$ cat src/uart_pkg.sv
package uart_pkg;

	// serial timing
	localparam int CLKS_PER_BIT = 8;	// short bit time for simulation
	localparam int DATA_BITS = 8;	// 8N1 frames only

	localparam int CNT_W = $clog2(CLKS_PER_BIT);
	localparam int IDX_W = $clog2(DATA_BITS);

	localparam logic [CNT_W-1:0] CNT_LAST = CNT_W'(CLKS_PER_BIT - 1);	// last cycle of a bit
	localparam logic [CNT_W-1:0] CNT_HALF = CNT_W'(CLKS_PER_BIT / 2 - 1);	// middle of a bit
	localparam logic [IDX_W-1:0] IDX_LAST = IDX_W'(DATA_BITS - 1);	// msb of the byte

	typedef logic [DATA_BITS-1:0] byte_t;

	// word address from paddr[2]
	typedef enum logic {
		REG_RXDATA = 1'b0,	// rx byte, rx flag, overrun
		REG_TXDATA = 1'b1	// write sends, read gives busy
	} reg_addr_e;

	// shared by receiver and transmitter
	typedef enum logic [1:0] {
		ST_IDLE,
		ST_START,
		ST_DATA,
		ST_STOP
	} serial_state_e;

endpackage

$ cat src/uart_rx.sv
`timescale 1ns/100ps

module uart_rx (
	input  logic clk,
	input  logic reset_n,
	input  logic rxd,
	output logic rx_valid,
	output uart_pkg::byte_t rx_data
);

	logic rxd_meta;	// first sync stage
	logic rxd_sync;
	uart_pkg::serial_state_e state;
	logic [uart_pkg::CNT_W-1:0] cnt;	// cycles inside current bit
	logic [uart_pkg::IDX_W-1:0] idx;	// data bit number
	logic sample_data;

	// sync flops start at the idle line level
	always_ff @(posedge clk or negedge reset_n) begin
		if (!reset_n) begin
			rxd_meta <= 1'b1;
			rxd_sync <= 1'b1;
		end else begin
			rxd_meta <= rxd;
			rxd_sync <= rxd_meta;
		end
	end

	assign sample_data = (state == uart_pkg::ST_DATA) && (cnt == uart_pkg::CNT_LAST);

	always_ff @(posedge clk or negedge reset_n) begin
		if (!reset_n) begin
			state <= uart_pkg::ST_IDLE;
			cnt <= '0;
			idx <= '0;
			rx_valid <= 1'b0;
		end else begin
			rx_valid <= 1'b0;	// strobe by default low
			case (state)
				uart_pkg::ST_IDLE: begin
					cnt <= '0;
					if (!rxd_sync)
						state <= uart_pkg::ST_START;	// falling edge seen
				end
				uart_pkg::ST_START: begin
					if (cnt == uart_pkg::CNT_HALF) begin
						cnt <= '0;
						idx <= '0;
						// glitch shorter than half a bit goes back to idle
						state <= rxd_sync ? uart_pkg::ST_IDLE : uart_pkg::ST_DATA;
					end else
						cnt <= cnt + 1'b1;
				end
				uart_pkg::ST_DATA: begin
					if (cnt == uart_pkg::CNT_LAST) begin	// mid data bit
						cnt <= '0;
						if (idx == uart_pkg::IDX_LAST)
							state <= uart_pkg::ST_STOP;
						else
							idx <= idx + 1'b1;
					end else
						cnt <= cnt + 1'b1;
				end
				uart_pkg::ST_STOP: begin
					if (cnt == uart_pkg::CNT_LAST) begin	// mid stop bit
						cnt <= '0;
						rx_valid <= rxd_sync;	// framing error drops the byte
						state <= uart_pkg::ST_IDLE;
					end else
						cnt <= cnt + 1'b1;
				end
				default: state <= uart_pkg::ST_IDLE;
			endcase
		end
	end

	// lsb arrives first so shift in from the top
	always_ff @(posedge clk) begin
		if (sample_data)
			rx_data <= {rxd_sync, rx_data[uart_pkg::DATA_BITS-1:1]};
	end

	a_rx_valid_single: assert property (@(posedge clk) disable iff (!reset_n)
		rx_valid |=> !rx_valid);

endmodule

$ cat src/uart_tx.sv
`timescale 1ns/100ps

module uart_tx (
	input  logic clk,
	input  logic reset_n,
	input  logic tx_start,
	input  uart_pkg::byte_t tx_data,
	output logic tx_busy,
	output logic txd
);

	uart_pkg::serial_state_e state;
	logic [uart_pkg::CNT_W-1:0] cnt;	// cycles inside current bit
	logic [uart_pkg::IDX_W-1:0] idx;	// data bit number
	uart_pkg::byte_t shift;	// bit 0 is on the line during ST_DATA
	logic bit_end;

	assign bit_end = (cnt == uart_pkg::CNT_LAST);
	assign tx_busy = (state != uart_pkg::ST_IDLE);

	always_comb begin
		case (state)
			uart_pkg::ST_START: txd = 1'b0;
			uart_pkg::ST_DATA: txd = shift[0];
			default: txd = 1'b1;	// idle and stop
		endcase
	end

	always_ff @(posedge clk or negedge reset_n) begin
		if (!reset_n) begin
			state <= uart_pkg::ST_IDLE;
			cnt <= '0;
			idx <= '0;
		end else begin
			case (state)
				uart_pkg::ST_IDLE: begin
					cnt <= '0;
					if (tx_start)
						state <= uart_pkg::ST_START;	// start bit from next cycle
				end
				uart_pkg::ST_START: begin
					cnt <= cnt + 1'b1;	// wraps to zero on bit_end
					idx <= '0;
					if (bit_end)
						state <= uart_pkg::ST_DATA;
				end
				uart_pkg::ST_DATA: begin
					cnt <= cnt + 1'b1;
					if (bit_end) begin
						if (idx == uart_pkg::IDX_LAST)
							state <= uart_pkg::ST_STOP;
						else
							idx <= idx + 1'b1;
					end
				end
				uart_pkg::ST_STOP: begin
					cnt <= cnt + 1'b1;
					if (bit_end)
						state <= uart_pkg::ST_IDLE;	// busy drops here
				end
				default: state <= uart_pkg::ST_IDLE;
			endcase
		end
	end

	always_ff @(posedge clk) begin
		if (state == uart_pkg::ST_IDLE && tx_start)
			shift <= tx_data;	// latch byte
		else if (state == uart_pkg::ST_DATA && bit_end)
			shift <= {1'b0, shift[uart_pkg::DATA_BITS-1:1]};	// next bit out lsb first
	end

	// the register block must hold off while a frame is going out
	a_no_start_when_busy: assert property (@(posedge clk) disable iff (!reset_n)
		tx_start |-> !tx_busy);

endmodule

$ cat src/uart_apb_regs.sv
`timescale 1ns/100ps

module uart_apb_regs (
	input  logic clk,
	input  logic reset_n,
	input  logic psel,
	input  logic penable,
	input  logic pwrite,
	input  logic [2:0] paddr,
	input  logic [31:0] pwdata,
	output logic [31:0] prdata,
	output logic pready,
	output logic pslverr,
	input  logic rx_valid,
	input  uart_pkg::byte_t rx_data,
	output logic tx_start,
	output uart_pkg::byte_t tx_data,
	input  logic tx_busy,
	output logic irq,
	input  logic irq_ack
);

	uart_pkg::reg_addr_e addr;
	logic access;	// apb access phase
	logic wr_tx;
	logic rd_rx;
	uart_pkg::byte_t rx_byte;
	logic rx_flag;
	logic rx_ovr;

	assign addr = uart_pkg::reg_addr_e'(paddr[2]);	// word select
	assign access = psel && penable;
	assign wr_tx = access && pwrite && (addr == uart_pkg::REG_TXDATA);
	assign rd_rx = access && !pwrite && (addr == uart_pkg::REG_RXDATA);

	assign pready = 1'b1;	// no wait states
	assign pslverr = wr_tx && tx_busy;	// byte dropped

	// read mux is zero when not reading
	always_comb begin
		prdata = '0;
		if (psel && !pwrite) begin
			case (addr)
				uart_pkg::REG_RXDATA: prdata = {22'b0, rx_ovr, rx_flag, rx_byte};
				uart_pkg::REG_TXDATA: prdata = {23'b0, tx_busy, 8'b0};
				default: prdata = '0;
			endcase
		end
	end

	// receive side
	always_ff @(posedge clk or negedge reset_n) begin
		if (!reset_n) begin
			rx_byte <= '0;
			rx_flag <= 1'b0;
			rx_ovr <= 1'b0;
		end else begin
			if (rd_rx) begin	// read clears both flags
				rx_flag <= 1'b0;
				rx_ovr <= 1'b0;
			end
			if (rx_valid) begin	// a new byte wins over a read in the same cycle
				rx_byte <= rx_data;
				rx_flag <= 1'b1;
				if (rx_flag && !rd_rx)
					rx_ovr <= 1'b1;	// old byte lost
			end
		end
	end

	always_ff @(posedge clk or negedge reset_n) begin
		if (!reset_n)
			irq <= 1'b0;
		else if (rx_valid)
			irq <= 1'b1;
		else if (irq_ack)
			irq <= 1'b0;	// rx_flag stays until read
	end

	// transmit launch
	always_ff @(posedge clk or negedge reset_n) begin
		if (!reset_n)
			tx_start <= 1'b0;
		else
			tx_start <= wr_tx && !tx_busy;
	end

	always_ff @(posedge clk) begin
		if (wr_tx && !tx_busy)
			tx_data <= pwdata[uart_pkg::DATA_BITS-1:0];
	end

	a_penable_needs_psel: assert property (@(posedge clk) disable iff (!reset_n)
		penable |-> psel);

	// irq only comes from a received byte
	a_irq_after_rx: assert property (@(posedge clk) disable iff (!reset_n)
		$rose(irq) |-> $past(rx_valid));

endmodule

$ cat src/uart_top.sv
`timescale 1ns/100ps

module uart_top (
	input  logic clk,
	input  logic reset_n,
	input  logic psel,
	input  logic penable,
	input  logic pwrite,
	input  logic [2:0] paddr,
	input  logic [31:0] pwdata,
	output logic [31:0] prdata,
	output logic pready,
	output logic pslverr,
	input  logic rxd,
	output logic txd,
	output logic irq,
	input  logic irq_ack
);

	logic rx_valid;
	uart_pkg::byte_t rx_data;
	logic tx_start;
	uart_pkg::byte_t tx_data;
	logic tx_busy;

	uart_apb_regs u_regs (
		.clk(clk),
		.reset_n(reset_n),
		.psel(psel),
		.penable(penable),
		.pwrite(pwrite),
		.paddr(paddr),
		.pwdata(pwdata),
		.prdata(prdata),
		.pready(pready),
		.pslverr(pslverr),
		.rx_valid(rx_valid),
		.rx_data(rx_data),
		.tx_start(tx_start),
		.tx_data(tx_data),
		.tx_busy(tx_busy),
		.irq(irq),
		.irq_ack(irq_ack)
	);

	uart_rx u_rx (
		.clk(clk),
		.reset_n(reset_n),
		.rxd(rxd),
		.rx_valid(rx_valid),
		.rx_data(rx_data)
	);

	uart_tx u_tx (
		.clk(clk),
		.reset_n(reset_n),
		.tx_start(tx_start),
		.tx_data(tx_data),
		.tx_busy(tx_busy),
		.txd(txd)
	);

endmodule

$ cat config.mk
export PLATFORM = sky130hd
export DESIGN_NAME = uart_top
export DESIGN_NICKNAME = d
export VERILOG_FILES = /design/src/uart_pkg.sv /design/src/uart_rx.sv /design/src/uart_tx.sv /design/src/uart_apb_regs.sv /design/src/uart_top.sv
export SDC_FILE = /design/constraint.sdc
export NUM_CORES = 1
export LEC_CHECK = 0
export ABC_AREA = 1
export BUFFER_PORTS_ARGS = -buffer_cell sky130_fd_sc_hd__buf_2
export CORE_AREA = 2 2 97 99
export DETAILED_ROUTE_END_ITERATION = 10
export DIE_AREA = 0 0 99 101
export SYNTH_ARGS = -nofsm -noshare
export SYNTH_HDL_FRONTEND = slang
export SYNTH_SLANG_ARGS = --single-unit
$ cat constraint.sdc
create_clock -name clk -period 3.3 [get_ports clk]
set_input_delay 0.165 -clock clk [delete_from_list [all_inputs] [get_ports clk]]
set_output_delay 0.165 -clock clk [all_outputs]
set_load 0.02 [all_outputs]
==> run summary <==
Share of post-route cells with drive strength above 1 = 0.2028
Pwr Density = 608.2 nW/um^2
TritonCTS clock tree = done
Dpl ws = 1113 ps
Biggest area consumer among synthesized cells = dfrtp_1
Design Area, Final = 2904 um^2
Peak supply drop = 0.3201 mV
Register area = 1499 um^2
GRT Total Usage = 0.08928
Vias in the first global route = 1,529
Routed wire length = 4228 um
Worst Setup Slack, final = 1162 ps
Routed WL per cell = 10.79 um
Antenna Violating Nets Remaining = 0
Main flop type after synthesis = dfrtp_1
Crit end category = register
Status = complete, no violations
Most numerous cell in the Yosys netlist = nand2_1
H-tree depth = 2
Reg2Reg Depth = 5
Clock buffer depth = 2
Worst min path class = in -> reg
Area of the multi-input gates = 860.8 um^2
Num ports = 78
Worst-path clk slew = 110 ps
CTS root buf = clkbuf_8
Yosys top cell area share = 0.2768
Req. time, crit path = 3330 ps
Hold path depth = 1
Die footprint = 9999 um^2
Standard-cell row count = 35
Avg Cell Area, Syn = 10.61 um^2
Sequential share of the synthesized area = 0.5718
Gr ovfl total = 0
Setup tns final = 0 ps
FILL cells = 901
Die Ht = 101 um
#FFs+latches synth = 55
Initial DRC Count = 59
Worst reg2reg endpoint = u_regs.tx_data[0]$_DFFE_PP_
Max-slew violation count = 0
Final setup vio count = 0
DP HPWL = 3144 um
Final nets = 338
Top post-synthesis cells by area = dfrtp_1 28%, edfxtp_1 27%, ha_1 7.6%
Mapped Area = 2621 um^2
Routability congestion estimate = 0.7539
Skew-Pair Late Insertion Delay = 310 ps
Arrival @ worst endpoint = 2170 ps
Max-cap violations = 0
Setup Buffers After CTS = 0
Crit path kind = reg -> reg
CTS Buf Count = 5
First-pass GRT wire length = 7010 um
Unrepaired setup endpoints after global routing = false
R2R setup slack = 1160 ps
Fin crit period = 2138 ps
Initial Utilization = 0.2920
Distinct cells, synth = 31
Width of the die = 99 um
Leakage power = 1.348 nW
Core box area = 8977 um^2
Drc violations = 0
Asr flop ratio synth = 0.5636
N_diodes = 0
Startpoint Class = register
Crit Path Max Fanout = 5
Post-layout util = 0.3235
Syn. warnings = 0
Reg-to-Reg Start = u_tx.state[0]$_DFFE_PN0P_
Final hold vios = 0
Pre-antenna DRT Iters = 5
Num Clock Sinks = 55
Hold_ws = 21.26 ps
Post-synth EDFFs = 24
Achievable frequency = 467.7 MHz
Slew HR = 0.4215
Largest net degree at the start of global routing = 32
Post-Synthesis Cells = 247
DP Area = 2793 um^2
Hold Crit Start = pwdata[5]
# port buffers = 28
Vias per inst = 4.112
Top cells by count, synth = 37 x nand2_1, 34 x inv_1, 29 x dfrtp_1
Area Growth Syn to Fin = 10.79%
Worst-margin pin slew = 859.8 ps
Initial antenna violation count = 0
Clock Skew = 11.03 ps
Vias = 1,612
Post-route clock period utilization = 0.6479
Hold EP = u_regs.tx_data[5]$_DFFE_PP_
==> through the flow <==
stage	power [mW]	cells
CTS	1.797	392
finish	1.766	392
global route	1.917	392
global placement	1.381	382
floorplan	1.311	268
detailed placement	1.402	382
==> repair_timing <==
item	in CTS	in global routing
hold endpoints to repair	30	0
hold buffers	2	0
resized for setup	0	0
==> power breakdown <==
part | total (mW) | leakage [nW] | switching (mW) | internal, mW
Combinational | 0.525 | 0.671 | 0.343 | 0.182
Clock | 0.381 | 0.0485 | 0.229 | 0.153
Sequential | 0.860 | 0.629 | 0.0630 | 0.797
==> cell usage in the layout (no fill, tap or decap), drive strengths merged, types with 2 or more instances in the layout <==
| cell | Yosys | final |
|---|---|---|
| a21oi | 4 | 4 |
| buf | 26 | 29 |
| clkbuf | 0 | 5 |
| clkinv | 0 | 2 |
| conb | 2 | 23 |
| dfrtp | 29 | 29 |
| dfstp | 2 | 2 |
| dlygate4sd3 | 0 | 2 |
| edfxtp | 24 | 24 |
| ha | 16 | 16 |
| inv | 39 | 40 |
| mux2 | 7 | 7 |
| nand2 | 40 | 40 |
| nand3 | 8 | 8 |
| nor2 | 21 | 21 |
| nor3 | 3 | 3 |
| nor4 | 3 | 3 |
| o21ai | 19 | 19 |
==> sequential cells by signal (all words and copies together) (netlist names), named ones only <==
name	flops
u_regs.tx_data	8
u_rx.rxd_meta	1
u_tx.cnt	3
u_tx.state	2
u_regs.rx_flag	1
u_regs.rx_byte	8
u_rx.rx_valid	1
u_rx.idx	3
u_rx.rxd_sync	1
u_regs.tx_start	1
u_rx.rx_data	8
u_regs.irq	1
u_tx.idx	3
u_rx.state	1
u_rx.cnt	3
u_tx.shift	8
u_regs.rx_ovr	1
==> metal layers <==
layer	global-route usage	part of all wire	up-vias
met3	0.02358	0.056	4
met5	0	0	-
met2	0.1518	0.49	33
met4	0.02845	0.0069	0
li1	-	-	807
met1	0.1110	0.44	768
==> critical path: stages (launching register included) <==
cell and delay (ps):
dfrtp_1 430, inv_1 130, ha_1 260, inv_2 50
nor4_1 710, buf_4 280
==> kinds of logic after synthesis <==
| kind of cell | count (synthesis) | synth area share |
|---|---|---|
| buffers and inverters | 65 | 0.1298 |
| muxes | 7 | 0.03007 |
| adders and majority gates | 16 | 0.07637 |
| DFF | 55 | 0.5718 |
| AOI/OAI and AO/OA | 24 | 0.04964 |
| and+or+nand+nor | 78 | 0.1394 |
| other | 2 | 0.002865 |
==> worst max path at each step <==
| stage | from | endpoint | slack, ps | depth (start not counted) |
|---|---|---|---|---|
| CTS | u_tx.state[0]$_DFFE_PN0P_ | u_regs.tx_data[0]$_DFFE_PP_ | 1080 | 5 |
| floorplan | u_tx.state[0]$_DFFE_PN0P_ | u_regs.tx_data[0]$_DFFE_PP_ | 1220 | 4 |
| detailed placement | u_tx.state[0]$_DFFE_PN0P_ | u_regs.tx_data[0]$_DFFE_PP_ | 1110 | 5 |
| finish | u_tx.state[0]$_DFFE_PN0P_ | u_regs.tx_data[0]$_DFFE_PP_ | 1160 | 5 |
| global placement | u_tx.state[0]$_DFFE_PN0P_ | u_regs.tx_data[0]$_DFFE_PP_ | 1160 | 5 |
| global route | u_tx.state[0]$_DFFE_PN0P_ | u_regs.tx_data[0]$_DFFE_PP_ | 940 | 5 |
==> layout make-up <==
cell class,instances,area share
Sequential cell,55,0.5162
Multi-Input combinational cell,148,0.2964
Timing Repair Buffer,31,0.05773
Inverter,39,0.05041
Tap cell,111,0.04782
Clock buffer,5,0.02370
Clock inverter,3,0.007755
Power figures use the tool's default switching activity.
